<file path="src/rtl/vision_pkg.sv">
`default_nettype none

package vision_pkg;

    // One camera pixel, 4 bits per channel
    typedef struct packed {
        logic [3:0] red;
        logic [3:0] green;
        logic [3:0] blue;
    } rgb444_t;

    // Stream word between pipeline stages
    typedef struct packed {
        rgb444_t pixel;     // Registered pixel value
        logic    active;    // High during visible pixels of a line
        logic    is_orange; // Active pixel inside the colour window
    } pixel_stream_t;

    // Orange colour window, every bound inclusive
    localparam logic [3:0] ORANGE_RED_MIN   = 4'd12; // Strong red
    localparam logic [3:0] ORANGE_GREEN_MIN = 4'd4;
    localparam logic [3:0] ORANGE_GREEN_MAX = 4'd9;  // Mid green, above this turns yellow
    localparam logic [3:0] ORANGE_BLUE_MAX  = 4'd3;  // Little blue

    // Width of all orange pixel counters
    localparam int COUNT_W = 18;

    // Column index, 10 bits covers lines up to 1024 pixels
    localparam int COLUMN_W = 10;
    typedef logic [COLUMN_W-1:0] column_t;

endpackage

`default_nettype wire
</file>
<file path="src/rtl/steer_pkg.sv">
`default_nettype none

package steer_pkg;

    // Steering decision reported once per frame
    typedef enum logic [2:0] {
        NONE   = 3'd0, // Nothing found or no clear winner
        LEFT   = 3'd1,
        RIGHT  = 3'd2,
        CENTER = 3'd3
    } direction_t;

    // Per-frame result word, 22 bits
    typedef struct packed {
        logic [vision_pkg::COUNT_W-1:0] orange_count; // Orange pixels in the frame
        logic                           detected;     // Count above threshold
        direction_t                     direction;    // Only set when detected
    } frame_result_t;

endpackage

`default_nettype wire

</file>
<file path="src/rtl/orange_classifier.sv">
`default_nettype none

module orange_classifier #(
    parameter int LEFT_EDGE  = 70,  // First centre column
    parameter int RIGHT_EDGE = 290, // First right column
    parameter int THRESHOLD  = 768  // Count must be above this to detect
) (
    input  wire logic                      clk,
    input  wire logic                      reset,
    input  wire vision_pkg::pixel_stream_t stage_stream,
    input  wire vision_pkg::column_t       column,
    input  wire logic                      frame_end,
    output steer_pkg::frame_result_t       result,
    output logic                           result_valid
);

    import vision_pkg::*;
    import steer_pkg::*;

    logic [COUNT_W-1:0] left_count;   // Orange pixels left of LEFT_EDGE
    logic [COUNT_W-1:0] center_count; // Between the two edges
    logic [COUNT_W-1:0] right_count;  // At or beyond RIGHT_EDGE
    logic [COUNT_W-1:0] total_count;

    logic               in_left;
    logic               in_center;
    logic               hit_left;
    logic               hit_center;
    logic               hit_right;

    // Counts with the current stage pixel included
    logic [COUNT_W-1:0] left_next;
    logic [COUNT_W-1:0] center_next;
    logic [COUNT_W-1:0] right_next;
    logic [COUNT_W-1:0] total_next;

    logic               detected_next;
    direction_t         direction_next;

    // Region select, exactly one region per column
    assign in_left   = (int'(column) < LEFT_EDGE);
    assign in_center = !in_left && (int'(column) < RIGHT_EDGE);

    assign hit_left   = stage_stream.is_orange && in_left;
    assign hit_center = stage_stream.is_orange && in_center;
    assign hit_right  = stage_stream.is_orange && !in_left && !in_center;

    assign left_next   = left_count   + COUNT_W'(hit_left);
    assign center_next = center_count + COUNT_W'(hit_center);
    assign right_next  = right_count  + COUNT_W'(hit_right);
    assign total_next  = total_count  + COUNT_W'(stage_stream.is_orange);

    // Frame decision, first matching rule wins
    always_comb begin
        detected_next  = (total_next > THRESHOLD);
        direction_next = NONE;
        if (detected_next) begin
            if (right_next > left_next) begin
                direction_next = RIGHT;
            end else if ((center_next > right_next) && (center_next > left_next)) begin
                direction_next = CENTER;
            end else if (left_next > right_next) begin
                direction_next = LEFT;
            end
            // Ties between left and right stay NONE
        end
    end

    always_ff @(posedge clk) begin
        if (reset) begin
            left_count   <= '0;
            center_count <= '0;
            right_count  <= '0;
            total_count  <= '0;
            result       <= '0; // Direction NONE, not detected
            result_valid <= 1'b0;
        end else begin
            result_valid <= frame_end; // One-cycle strobe
            if (frame_end) begin
                result <= '{
                    orange_count: total_next,
                    detected:     detected_next,
                    direction:    direction_next
                };
                // Start the next frame from zero
                left_count   <= '0;
                center_count <= '0;
                right_count  <= '0;
                total_count  <= '0;
            end else begin
                left_count   <= left_next;
                center_count <= center_next;
                right_count  <= right_next;
                total_count  <= total_next;
            end
        end
    end

    // Frame end is the last pixel of a frame, so strobes are never adjacent
    a_valid_pulse: assert property (
        @(posedge clk) disable iff (reset)
        result_valid |=> !result_valid
    ) else $error("result_valid high two cycles in a row");

    // Regions partition the total at the point the frame closes
    a_region_sum: assert property (
        @(posedge clk) disable iff (reset)
        frame_end |-> ((COUNT_W + 2)'(left_count) + (COUNT_W + 2)'(center_count) +
                       (COUNT_W + 2)'(right_count) == (COUNT_W + 2)'(total_count))
    ) else $error("region counts do not sum to total %0d", total_count);

endmodule

`default_nettype wire

</file>
<file path="src/rtl/orange_threshold.sv">
`default_nettype none

module orange_threshold (
    input  wire logic                  clk,
    input  wire logic                  reset,
    input  wire vision_pkg::rgb444_t   pixel,
    input  wire logic                  active_area,
    output vision_pkg::pixel_stream_t  stage_stream
);

    import vision_pkg::*;

    rgb444_t pixel_q;   // Registered pixel value
    logic    active_q;  // Registered active level
    logic    orange_q;  // Registered orange mark
    logic    in_window; // Incoming pixel inside the colour window

    // Window test on the raw input with every bound inclusive
    assign in_window = (pixel.red   >= ORANGE_RED_MIN)   &&
                       (pixel.green >= ORANGE_GREEN_MIN) &&
                       (pixel.green <= ORANGE_GREEN_MAX) &&
                       (pixel.blue  <= ORANGE_BLUE_MAX);

    always_ff @(posedge clk) begin
        pixel_q <= pixel; // Payload only
    end

    always_ff @(posedge clk) begin
        if (reset) begin
            active_q <= 1'b0;
            orange_q <= 1'b0;
        end else begin
            active_q <= active_area;
            // Blanking pixels never count whatever their colour
            orange_q <= active_area && in_window;
        end
    end

    assign stage_stream = '{
        pixel:     pixel_q,
        active:    active_q,
        is_orange: orange_q
    };

endmodule

`default_nettype wire

</file>
<file path="src/rtl/orange_tracker_top.sv">
`default_nettype none

module orange_tracker_top #(
    parameter int FRAME_WIDTH  = 320,
    parameter int FRAME_HEIGHT = 240,
    parameter int LEFT_EDGE    = 70,  // Left region is columns 0 to 69
    parameter int RIGHT_EDGE   = 290, // Right region starts here
    parameter int THRESHOLD    = 768  // About one percent of the default frame
) (
    input  wire logic                 clk,
    input  wire logic                 reset,
    input  wire vision_pkg::rgb444_t  pixel,
    input  wire logic                 active_area,
    output steer_pkg::frame_result_t  result,
    output logic                      result_valid
);

    import vision_pkg::*;

    pixel_stream_t stage_stream; // Registered pixel with orange mark
    column_t       column;       // Column of the stage pixel
    logic          frame_end;    // Last active pixel of the frame

    orange_threshold u_orange_threshold (
        .clk          (clk),
        .reset        (reset),
        .pixel        (pixel),
        .active_area  (active_area),
        .stage_stream (stage_stream)
    );

    raster_tracker #(
        .FRAME_WIDTH  (FRAME_WIDTH),
        .FRAME_HEIGHT (FRAME_HEIGHT)
    ) u_raster_tracker (
        .clk          (clk),
        .reset        (reset),
        .stage_stream (stage_stream),
        .column       (column),
        .line_end     (),  // Only used inside the tracker
        .frame_end    (frame_end)
    );

    orange_classifier #(
        .LEFT_EDGE    (LEFT_EDGE),
        .RIGHT_EDGE   (RIGHT_EDGE),
        .THRESHOLD    (THRESHOLD)
    ) u_orange_classifier (
        .clk          (clk),
        .reset        (reset),
        .stage_stream (stage_stream),
        .column       (column),
        .frame_end    (frame_end),
        .result       (result),
        .result_valid (result_valid)
    );

endmodule

`default_nettype wire

</file>
<file path="src/rtl/raster_tracker.sv">
`default_nettype none

module raster_tracker #(
    parameter int FRAME_WIDTH  = 320, // Active pixels per line
    parameter int FRAME_HEIGHT = 240  // Lines per frame
) (
    input  wire logic                      clk,
    input  wire logic                      reset,
    input  wire vision_pkg::pixel_stream_t stage_stream,
    output vision_pkg::column_t            column,
    output logic                           line_end,
    output logic                           frame_end
);

    import vision_pkg::*;

    // Row counter only needs to reach FRAME_HEIGHT-1
    localparam int ROW_W = (FRAME_HEIGHT > 1) ? $clog2(FRAME_HEIGHT) : 1;

    column_t          col_count; // Column of the current stage pixel
    logic [ROW_W-1:0] row_count; // Line within the frame

    // Outputs follow the stage pixel with no extra delay
    assign column    = col_count;
    assign line_end  = stage_stream.active && (col_count == column_t'(FRAME_WIDTH - 1));
    assign frame_end = line_end && (row_count == ROW_W'(FRAME_HEIGHT - 1));

    always_ff @(posedge clk) begin
        if (reset) begin
            col_count <= '0;
            row_count <= '0;
        end else if (!stage_stream.active) begin
            // Blanking or a short line restarts at column 0
            col_count <= '0;
        end else if (line_end) begin
            col_count <= '0;
            if (frame_end) begin
                row_count <= '0; // Wrap for the next frame
            end else begin
                row_count <= row_count + 1'b1;
            end
        end else begin
            col_count <= col_count + 1'b1;
        end
    end

    // Column never runs past the end of the line
    a_column_bound: assert property (
        @(posedge clk) disable iff (reset)
        stage_stream.active |-> (int'(column) < FRAME_WIDTH)
    ) else $error("column %0d out of range", column);

    // Row counter stays inside the frame
    a_row_bound: assert property (
        @(posedge clk) disable iff (reset)
        int'(row_count) < FRAME_HEIGHT
    ) else $error("row %0d out of range", row_count);

endmodule

`default_nettype wire

</file>
<file path="config.mk">
export PLATFORM = sky130hd
export DESIGN_NAME = orange_tracker_top
export DESIGN_NICKNAME = d
export VERILOG_FILES = /design/src/rtl/vision_pkg.sv /design/src/rtl/steer_pkg.sv /design/src/rtl/orange_classifier.sv /design/src/rtl/orange_threshold.sv /design/src/rtl/orange_tracker_top.sv /design/src/rtl/raster_tracker.sv
export SDC_FILE = /design/constraint.sdc
export NUM_CORES = 1
export LEC_CHECK = 0
export BUFFER_PORTS_ARGS = -buffer_cell sky130_fd_sc_hd__buf_2
export CORE_MARGIN = 4
export CORE_UTILIZATION = 35
export CTS_CLUSTER_DIAMETER = 30
export DETAILED_ROUTE_END_ITERATION = 7
export GPL_TIMING_DRIVEN = 0
export PLACE_DENSITY = 0.58
export SLEW_MARGIN = 0
export SYNTH_ARGS = -nofsm -noshare
export SYNTH_HDL_FRONTEND = slang
export SYNTH_HIERARCHICAL = 1
export SYNTH_SLANG_ARGS = --single-unit
</file>
<file path="constraint.sdc">
create_clock -name clk -period 4.7 [get_ports clk]
set_input_delay 1.41 -clock clk [delete_from_list [all_inputs] [get_ports clk]]
set_output_delay 1.41 -clock clk [all_outputs]
set_load 0.005 [all_outputs]
</file>
# After elaboration in Yosys (flattened, before gate mapping)
# Index checks and enable logic that the tools add are counted.
[word_totals]
in_bits = 15
word_cells = 54
regBits = 115
output_inout_bits = 23
[classes]
n_eq_ne = 2
add_sub_neg = 6
n_mux = 5
reduce_logical = 17
magnitude_cmp = 11
bitwise_logic = 1
[op_table]
columns = ["cell", "n"]
rows = [
  ["18-bit by 1-bit adder with 18-bit output", 4],
  ["18-bit greater-than comparator", 4],
  ["18-bit by 10-bit greater-than comparator with 1-bit output, second input constant", 1],
  ["1-bit logical AND", 12],
  ["10-bit by 1-bit adder with 10-bit output, second input constant", 1],
  ["10-bit by 9-bit equality test with 1-bit output, second input constant", 1],
  ["10-bit by 7-bit < comparator with 1-bit output, second input constant", 1],
  ["10-bit by 9-bit < comparator with 1-bit output, second input constant", 1],
  ["3-bit 2-to-1 mux", 3],
  ["8-bit by 1-bit adder with 8-bit output, second input constant", 1],
  ["8-bit equality test, second input constant", 1],
  ["8-bit 2-to-1 mux", 1],
  ["4-bit by 3-bit greater-or-equal comparator with 1-bit output, second input constant", 1],
  ["4-bit greater-or-equal comparator, second input constant", 1],
  ["4-bit by 2-bit less-or-equal comparator with 1-bit output, second input constant", 1],
  ["4-bit less-or-equal comparator, second input constant", 1],
  ["3-bit OR reduction", 1],
  ["1-bit logical NOT", 2],
  ["2-bit AND reduction", 1],
  ["2-bit OR reduction", 1],
  ["1-bit 2-to-1 mux", 1],
  ["1-bit NOT", 1],
]

# Longest topological paths before layout
# Gate-level depths: netlist of run 1.
[logic_depth]
word_depth = 11
mapped_depth = 17
depth_no_buf = 17

# Cells and area by module
# Netlist of run 1, hierarchy kept.
[by_module_without_submodules]
columns = ["module", "area_each_um2", "n_inst", "seq_area_each_um2", "cells_each"]
rows = [
  ["orange_classifier", 5336.4, 1, 1881.8, 620],
  ["raster_tracker", 808.3, 1, 360.3, 94],
  ["orange_threshold", 341.6, 1, 280.3, 21],
]

# Least setup slack after synthesis of run 1
# No wires, ideal clock.
[synth_path]
path_kind = "reg2reg"
startpoint = "register u_raster_tracker.col_count[2], in the netlist u_raster_tracker/column[2]"
endpoint = "register, netlist name u_orange_classifier/result[1]"
arrival_ps = 3681
stages_incl_launch_ff = 17
setup_time_ps = 68
required_ps = 4632
slack_ps = 950
synth_period_minus_slack_ps = 3750
n_path_buf = 0
cell_sequence = "dfxtp_1 -> a2111oi_0 -> nor2b_1 -> o41ai_1 -> nor2_1 -> ha_1 -> ha_1 -> nand4_1 -> or4_2 -> nor2_1 -> xnor2_1 -> ha_1 -> maj3_2 -> maj3_2 -> a2111o_1 -> o2bb2a_4 -> o21ai_2"
[synth_between]
elab_chain_len = 11
[synth_lines]
columns = ["element", "line", "source"]
rows = [
  ["start: declaration", "raster_tracker.sv:20", "column_t col_count;"],
  ["start signal: assignment", "raster_tracker.sv:43", "col_count <= col_count + 1'b1;"],
  ["10-bit by 7-bit < comparator with 1-bit output", "orange_classifier.sv:41", "assign in_left = (int'(column) < LEFT_EDGE);"],
  ["1-bit logical NOT", "orange_classifier.sv:42, orange_classifier.sv:46", ""],
  ["1-bit logical AND", "orange_classifier.sv:42", "assign in_center = !in_left && (int'(column) < RIGHT_EDGE);"],
  ["1-bit logical NOT", "orange_classifier.sv:46", "assign hit_right = stage_stream.is_orange && !in_left && !in_center;"],
  ["1-bit logical AND", "orange_classifier.sv:46", ""],
  ["18-bit by 1-bit adder with 18-bit output", "orange_classifier.sv:50", "assign right_next = right_count + COUNT_W'(hit_right);"],
  ["18-bit greater-than comparator", "orange_classifier.sv:60", "end else if ((center_next > right_next) && (center_next > left_next)) begin"],
  ["1-bit logical AND", "orange_classifier.sv:60", ""],
  ["3-bit 2-to-1 mux", "orange_classifier.sv:60", ""],
  ["3-bit 2-to-1 mux", "orange_classifier.sv:58", "if (right_next > left_next) begin"],
  ["3-bit 2-to-1 mux", "orange_classifier.sv:57", "if (detected_next) begin"],
]
# Parallel ways exist; a longest one is shown, timed or not.
# A chain may end at the register's enable or synchronous reset.

# Worst setup path in the final report of run 1
[layout_path]
startpoint = "register u_raster_tracker.col_count[1], in the netlist u_raster_tracker/column[1]"
endpoint = "register, netlist name u_orange_classifier/result[0]"
[layout_between]
elab_chain_len = 11
[layout_lines]
columns = ["element", "line"]
rows = [
  ["10-bit by 7-bit < comparator with 1-bit output", "orange_classifier.sv:41"],
  ["1-bit logical NOT", "orange_classifier.sv:42, orange_classifier.sv:46"],
  ["1-bit logical AND", "orange_classifier.sv:42"],
  ["1-bit logical NOT", "orange_classifier.sv:46"],
  ["1-bit logical AND", "orange_classifier.sv:46"],
  ["18-bit by 1-bit adder with 18-bit output", "orange_classifier.sv:50"],
  ["18-bit greater-than comparator, on equally long branches", "orange_classifier.sv:62, orange_classifier.sv:60"],
  ["1-bit 2-to-1 mux or 1-bit logical AND (tied branches)", "orange_classifier.sv:62, orange_classifier.sv:60"],
  ["3-bit 2-to-1 mux", "orange_classifier.sv:60"],
  ["3-bit 2-to-1 mux", "orange_classifier.sv:58"],
  ["3-bit 2-to-1 mux", "orange_classifier.sv:57"],
]
# Parallel ways exist; a longest one is shown, timed or not.

==> impl_metrics.ini, run 1 <==
[floorplanning]
dieArea_um2 = 20000
core_um2 = 17400
initial_core_util_pct = 35.8
die_h_um = 142
io-pin-count = 38
die_x_um = 142
rows = 48

[cts]
postCtsSetupBuffers = 0
cts-resized-gates = 0
cts_tree = built
htreeDepth = 4
numClockSinks = 114
clk_pin_slew_ns = 0.06
clk_path_buf_depth = 2
root_buffer = clkbuf_16
hold_buffers = 0
clock_latency_ns = 0.42
numCtsBuffers = 17

[logic_synthesis]
syn_inst = 722
avgSynthCellArea_um2 = 8.65
syn_nets = 780
synth_area_um2 = 6240
ys_warn_count = 6

[grt]
grt_max_degree = 17
grt_first_pass_wirelength_um = 23500
grt_pass1_vias = 4786
grtUsageTotal_pct = 14.6
antenna_found_initial = 0
grt_overflow = 0

[critical_path]
crit_arrival_ns = 4.76
cp-end-kind = flip-flop
worstPathMaxFanout = 6
cp-start-kind = flip-flop
crit_required_ns = 5.04
crit_type = reg -> reg

[finish]
num_antenna_cells = 0
final_area_um2 = 7300
seq_area_um2 = 2280
area_growth_syn_to_layout_pct = 17.0
nFillCells = 1773
layout.nets = 830
finalNonFillerCells = 1010
multi_input_area_um2 = 3720
drive_above_1_share_pct = 10.6

[timing]
setup_viol = 0
max_freq_ghz = 0.226
finalCritPeriodShare_pct = 94.0
worstMarginPinSlew_ns = 0.682
finClkSkew_ns = 0.0113
worst_hold_slack_ns = 0.446
setup_tns_ns = 0
rsz0062_at_grt = no
worst_slack_ns = 0.283
hold_viol_final = 0
maxSlewViolCount = 0
finalCriticalPeriod_ns = 4.42
timing.slew.headroom_pct = 54.2

[routing]
ant_nets = 0
drc_errors = 0
drtPass1Iterations = 5
via_per_inst = 4.96
vias = 5013
finalWirelength_um = 14000
wire_per_inst_um = 13.9
drt_iter0_markers = 201

[power]
comb_power_share_pct = 1.3
p_switching_mw = 0.510
clkPwrFrac_pct = 57.6
power_frac_seq_pct = 41.1
peakVddDrop_uv = 264
p_leak_nw = 2.96
p_int_mw = 1.85
p_per_area_nw_per_um2 = 323
swShare_pct = 21.6

[placement]
place_congestion = 0.755
dp.cells = 978
io_buffers = 31
place_area_um2 = 6680
dp_hpwl_um = 10600
pre_cts_ws_ns = 0.386

[flow_run]
maxCapViolations = 0

[status]
outcome = complete, no violations

[hold_path]
hp-class = reg -> reg
==> power groups by stage <==
stage	clock network (mW)	registers (mW)	logic, mW
floorplan	0	0.989	0.0168
global placement	0	0.989	0.0315
detailed placement	0	0.989	0.0312
CTS	1.39	0.968	0.0313
global route	1.43	0.968	0.0344
finish	1.36	0.968	0.0303
==> routing by layer <==
metal  vias to the layer above  part of all wire, %  global-route usage, %
met2                        94                   44                   22.8
met1                      2290                   51                   20.1
met4                         0                 0.58                   4.09
li1                       2623                    -                      -
met5                         -                    0                      0
met3                         6                  4.1                   3.81
==> worst max-delay path: stages, from the launching register on <==
cell and delay (ns):
dfxtp_1 0.33, a2111oi_0 0.46, nor2b_1 0.11, o41ai_1 0.42, nor2_1 0.16, ha_1 0.25
ha_1 0.24, nand4_1 0.16, nor4_1 0.09, xnor2_1 0.54, xor3_1 0.32, or3_1 0.43
nor4_1 0.35, a2111o_1 0.21, nand2b_1 0.09, a22oi_1 0.17
==> registers in the layout, summed over array words and instances (netlist names) <==
signal,count
u_orange_classifier/left_count,18
u_orange_classifier/right_count,18
u_orange_threshold/active_q,1
u_orange_classifier/result_valid,1
u_raster_tracker/row_count,8
u_orange_classifier/result,21
u_orange_classifier/center_count,18
u_raster_tracker/column,10
u_orange_threshold/orange_q,1
u_orange_classifier/total_count,18
==> metrics by stage <==
| step | total power, mW | utilization, % |
|---|---|---|
| after floorplan | 1.01 | - |
| after global placement | 1.02 | 38.3 |
| after detailed placement | 1.02 | 38.3 |
| after CTS | 2.39 | 41.9 |
| after global routing | 2.43 | 41.9 |
| final | 2.36 | 41.9 |
==> placed cells by master, fill, tap and decap left out, types with 8 or more instances in the layout <==
cell type,count
a211oi_1,11
a21oi_1,21
and2_1,19
and3_1,8
buf_2,31
clkbuf_1,16
clkbuf_16,17
dfxtp_1,114
ha_1,43
inv_1,38
maj3_1,11
nand2_1,46
nand3_1,34
nand4_1,22
nor2_1,112
nor3_1,18
nor4_1,16
o21ai_0,14
xnor2_1,56
xor2_1,34
==> worst paths after layout <==
check | from | end | slack (ns) | cells after the start
max | u_raster_tracker/column[1] | u_orange_classifier/result[0] | 0.28 | 15
min | u_orange_classifier/result[18] | u_orange_classifier/result[18] | 0.45 | 2
min reg2reg | u_orange_classifier/result[18] | u_orange_classifier/result[18] | 0.45 | 2
max reg2reg | u_raster_tracker/column[1] | u_orange_classifier/result[0] | 0.28 | 15
==> cell type report <==
class | count | share of cell area, %
buffer | 22 | 1.35
clock buffer | 19 | 6.20
clock inverter | 13 | 2.33
inverter | 38 | 1.95
multi-input combinational | 548 | 50.9
sequential | 114 | 31.3
tap | 225 | 3.86
timing repair buffer | 31 | 2.12
(Power assumes the default switching activity.)
==> inputs of run 2 (changes only) <==
--- a/config.mk
+++ b/config.mk
@@ -6,6 +6,7 @@
 export NUM_CORES = 1
 export LEC_CHECK = 0
 export BUFFER_PORTS_ARGS = -buffer_cell sky130_fd_sc_hd__buf_2
+export CORE_ASPECT_RATIO = 1.25
 export CORE_MARGIN = 4
 export CORE_UTILIZATION = 35
 export CTS_CLUSTER_DIAMETER = 30
==> impl_metrics.ini, run 2 (synthesized netlist as in run 1, its figures left out) <==
[status]
outcome = complete, no violations

[timing]
timing.slew.headroom_pct = 53.2
maxSlewViolCount = 0
max_freq_ghz = 0.231
hold_viol_final = 0
setup_tns_ns = 0
finalCriticalPeriod_ns = 4.33
worstMarginPinSlew_ns = 0.694
finClkSkew_ns = 0.0123
rsz0062_at_grt = no
setup_viol = 0
finalCritPeriodShare_pct = 92.2

[finish]
final_core_util_pct = 41.7
nFillCells = 1725
area_growth_syn_to_layout_pct = 16.9
num_antenna_cells = 0
layout.nets = 830
final_area_um2 = 7300
final_common_cell = dfxtp_1
drive_above_1_share_pct = 10.7
largest-register = u_orange_classifier/result
final_cell_mix = 114 x dfxtp_1, 112 x nor2_1, 55 x xnor2_1
largest_reg_flops = 21

[cts]
root_buffer = clkbuf_16
htreeDepth = 4
hold_buffers = 0
clk_path_buf_depth = 2
cts-resized-gates = 0
clock_latency_ns = 0.42
cts_tree = built
postCtsSetupBuffers = 0
clk_pin_slew_ns = 0.06
numClockSinks = 114
numCtsBuffers = 17

[hold_path]
hold_start = u_orange_classifier/result[20]
hp-class = reg -> reg

[routing]
via_per_inst = 5.03
drtPass1Iterations = 4
vias = 5071
drt_iter0_markers = 190
wire_per_inst_um = 14.3
drc_errors = 0
finalWirelength_um = 14400
ant_nets = 0

[flow_run]
maxCapViolations = 0

[power]
p_per_area_nw_per_um2 = 319
p_switching_mw = 0.509
power_frac_seq_pct = 41.6
swShare_pct = 21.9
comb_power_share_pct = 1.3
peakVddDrop_uv = 210
fin_total_pwr_mw = 2.33
p_int_mw = 1.82
p_leak_nw = 2.94
clkPwrFrac_pct = 57.0

[critical_path]
critPathLaunch = u_raster_tracker/column[4]
worstReg2RegStart = u_raster_tracker/column[4]
cp_cell_sequence = o41ai_1 -> nand2_1 -> a211oi_1 -> ha_1 -> nand3_1 -> nor4_2 -> nand3_1 -> xnor2_1 -> ha_1 -> and3b_1 -> a311oi_1 -> o21ai_0 -> o221ai_1 -> a22oi_1
cp-start-kind = flip-flop
crit_path_max_incr_delay_ns = 0.43
cp_slowest_cell = a211oi_1
crit_arrival_ns = 4.61
crit_required_ns = 4.97
cp-end-kind = flip-flop
crit_type = reg -> reg
worstPathMaxFanout = 5

[floorplanning]
rows = 54
dieArea_um2 = 20000
die_x_um = 127
die_h_um = 157
io-pin-count = 38
initial_core_util_pct = 35.7
core_um2 = 17500

[grt]
grt_first_pass_wirelength_um = 24100
antenna_found_initial = 0
grt_overflow = 0
grtUsageTotal_pct = 15.1
grt_pass1_vias = 5034
grt_max_degree = 17

[placement]
dp_hpwl_um = 11000
place_area_um2 = 6680
io_buffers = 31
place_congestion = 0.831
[run 2: power groups by stage]
| stage | registers [mW] | logic [mW] | clock network [mW] |
|---|---|---|---|
| global placement | 0.989 | 0.0314 | 0 |
| floorplan | 0.989 | 0.0168 | 0 |
| detailed placement | 0.989 | 0.0314 | 0 |
| finish | 0.968 | 0.0306 | 1.33 |
| CTS | 0.968 | 0.0315 | 1.35 |
| global route | 0.968 | 0.0347 | 1.40 |
[run 2: final timing paths]
| kind | endpoint | slack, ns | cells past startpoint |
|---|---|---|---|
| min reg2reg | u_orange_classifier/result[20] | 0.45 | 2 |
| max | u_orange_classifier/result[0] | 0.37 | 14 |
| max reg2reg | u_orange_classifier/result[0] | 0.37 | 14 |
| min | u_orange_classifier/result[20] | 0.45 | 2 |
[run 2: critical path, delay by kind of cell, from the launching register on]
family | cells | cell delay (ns)
xor+xnor | 1 | 0.36
flops | 1 | 0.34
simple gates | 5 | 1.02
compound gates | 6 | 1.82
fa+ha+maj | 2 | 0.65
[run 2: final cells by class]
cell class,instances,area [µm²],area share (%)
Clock inverter,14,178,2.43
Tap cell,224,280,3.84
Sequential cell,114,2280,31.3
Clock buffer,18,429,5.88
Inverter,38,143,1.95
Multi-Input combinational cell,548,3730,51.1
Timing Repair Buffer,31,155,2.13
Buffer,22,98.8,1.35
[run 2: layer usage]
metal,part of all wire (%),track usage [%],up-vias
met5,0,0,-
met2,51,27.3,69
met3,2.5,3.50,23
met1,45,17.1,2361
li1,-,-,2618
met4,1.8,5.67,0
[run 2: per-stage QoR]
step	cells	hold WS (ns)	setup WS, ns
2_1_floorplan	722	0.418	0.950
3_3_place_gp	977	0.434	0.337
3_5_place_dp	977	0.443	0.344
4_1_cts	1009	0.456	0.209
5_1_grt	1009	0.483	0.0472
6_report	1009	0.448	0.366
==> inputs of run 3 (changes only) <==
--- a/config.mk
+++ b/config.mk
@@ -9,9 +9,9 @@
 export CORE_ASPECT_RATIO = 1.25
 export CORE_MARGIN = 4
 export CORE_UTILIZATION = 35
+export CTS_BUF_LIST = sky130_fd_sc_hd__clkbuf_16
 export CTS_CLUSTER_DIAMETER = 30
 export DETAILED_ROUTE_END_ITERATION = 7
-export GPL_TIMING_DRIVEN = 0
 export PLACE_DENSITY = 0.58
 export SLEW_MARGIN = 0
 export SYNTH_ARGS = -nofsm -noshare
==> impl_metrics.ini, run 3 (synthesized netlist as in run 1, its figures left out) <==
[critical_path]
cpMostUsedCell = ha_1
crit_arrival_ns = 4.43
cp_slowest_cell = or4_2
cp-start-kind = flip-flop
cp_cell_sequence = a2111oi_0 -> nor2b_1 -> o41ai_1 -> nor2_1 -> ha_1 -> ha_1 -> nand4_1 -> or4_2 -> nor2_1 -> xnor2_1 -> ha_1 -> maj3_1 -> a311oi_1 -> o21ai_0 -> o221ai_1 -> a22oi_1
path_delay_family = simple AND/OR/NAND/NOR gates
critPathBufInv = 0
crit_type = reg -> reg
crit_path_max_incr_delay_ns = 0.70
worstPathMaxFanout = 5
crit_required_ns = 4.98
cp-end-kind = flip-flop

[routing]
via_per_inst = 5.04
ant_nets = 0
wire_per_inst_um = 14.0
drt_iter0_markers = 179
drc_errors = 0
finalWirelength_um = 13900
drtPass1Iterations = 4
vias = 5012

[finish]
area_growth_syn_to_layout_pct = 17.0
layout.nets = 816
final_common_cell = dfxtp_1
largest_reg_flops = 21
final_cell_mix = 114 x dfxtp_1, 112 x nor2_1, 56 x xnor2_1
drive_above_1_share_pct = 10.9
finalNonFillerCells = 995
largest-register = u_orange_classifier/result
num_antenna_cells = 0

[timing]
max_freq_ghz = 0.241
finClkSkew_ns = 0.00814
timing.slew.headroom_pct = 36.5
worstMarginPinSlew_ns = 0.952
finalCritPeriodShare_pct = 88.2
maxSlewViolCount = 0
hold_viol_final = 0
rsz0062_at_grt = no
setup_viol = 0
finalCriticalPeriod_ns = 4.15
setup_tns_ns = 0

[placement]
io_buffers = 31
dp_hpwl_um = 10300
dp.cells = 963
place_congestion = 0.830

[cts]
postCtsSetupBuffers = 0
clock_latency_ns = 0.42
hold_buffers = 0
cts-resized-gates = 0
root_buffer = clkbuf_16
clk_pin_slew_ns = 0.05
cts_tree = built
htreeDepth = 4
numClockSinks = 114
numCtsBuffers = 17
clk_path_buf_depth = 2

[grt]
grtUsageTotal_pct = 14.6
grt_overflow = 0
grt_first_pass_wirelength_um = 23500
antenna_found_initial = 0
grt_pass1_vias = 4817
grt_max_degree = 45

[power]
p_leak_nw = 2.97
peakVddDrop_uv = 214
p_per_area_nw_per_um2 = 335

[hold_path]
hp-class = reg -> reg

[flow_run]
maxCapViolations = 0

[floorplanning]
dieArea_um2 = 20000
die_x_um = 127
rows = 54
core_um2 = 17500
io-pin-count = 38
die_h_um = 157
initial_core_util_pct = 35.7

[status]
outcome = complete, no violations
run 3: area by class of cell:
| cell class | instances | area [µm²] |
|---|---|---|
| clock inverters | 15 | 239 |
| flip-flops and latches | 114 | 2280 |
| multi-input cells | 548 | 3720 |
| well taps | 224 | 280 |
| repair buffers | 39 | 215 |
| inverters | 38 | 143 |
| clock buffers | 17 | 425 |
| fillers | 1714 | 10200 |
run 3: worst paths after layout:
path | from | to | slack (ns) | cells past startpoint
hold reg to reg | u_orange_classifier/result[19] | u_orange_classifier/result[19] | 0.45 | 2
setup / recovery | u_raster_tracker/column[2] | u_orange_classifier/result[0] | 0.55 | 16
hold / removal | u_orange_classifier/result[19] | u_orange_classifier/result[19] | 0.45 | 2
setup reg to reg | u_raster_tracker/column[2] | u_orange_classifier/result[0] | 0.55 | 16
run 3: metal layers:
layer  GRT usage [%]  routed length, µm  share of wire [%]
met2            24.4               6660                 48
met4            6.18                260                1.9
met1            18.4               6670                 48
met3            3.05                339                2.4
met5               0                  0                  0
run 3: where the power goes:
part	internal, mW	leakage (nW)	total [mW]	switching, mW
clock network	0.989	0.322	1.45	0.463
logic	0.00765	1.73	0.0276	0.0200
registers	0.968	0.918	0.969	0.00101
total	1.97	2.97	2.45	0.484
run 3: through the flow:
step           worst slack (ns)  hold slack [ns]  util (%)  cell area, µm²  total power, mW
2_1_floorplan             0.950            0.418         -            6240             1.01
3_3_place_gp              0.524            0.432      37.9            6640             1.02
3_5_place_dp              0.523            0.440      37.9            6640             1.02
4_1_cts                   0.502            0.453      41.7            7300             2.48
5_1_grt                   0.184            0.459      41.7            7300             2.53
6_report                  0.554            0.451      41.7            7300             2.45
run 3: worst min-delay path, delay by kind of cell, from the launching register on:
kind	cells	cell delay, ns
AND/OR/NAND/NOR	1	0.04
flip-flops	1	0.32
AO/OA/AOI/OAI	1	0.05
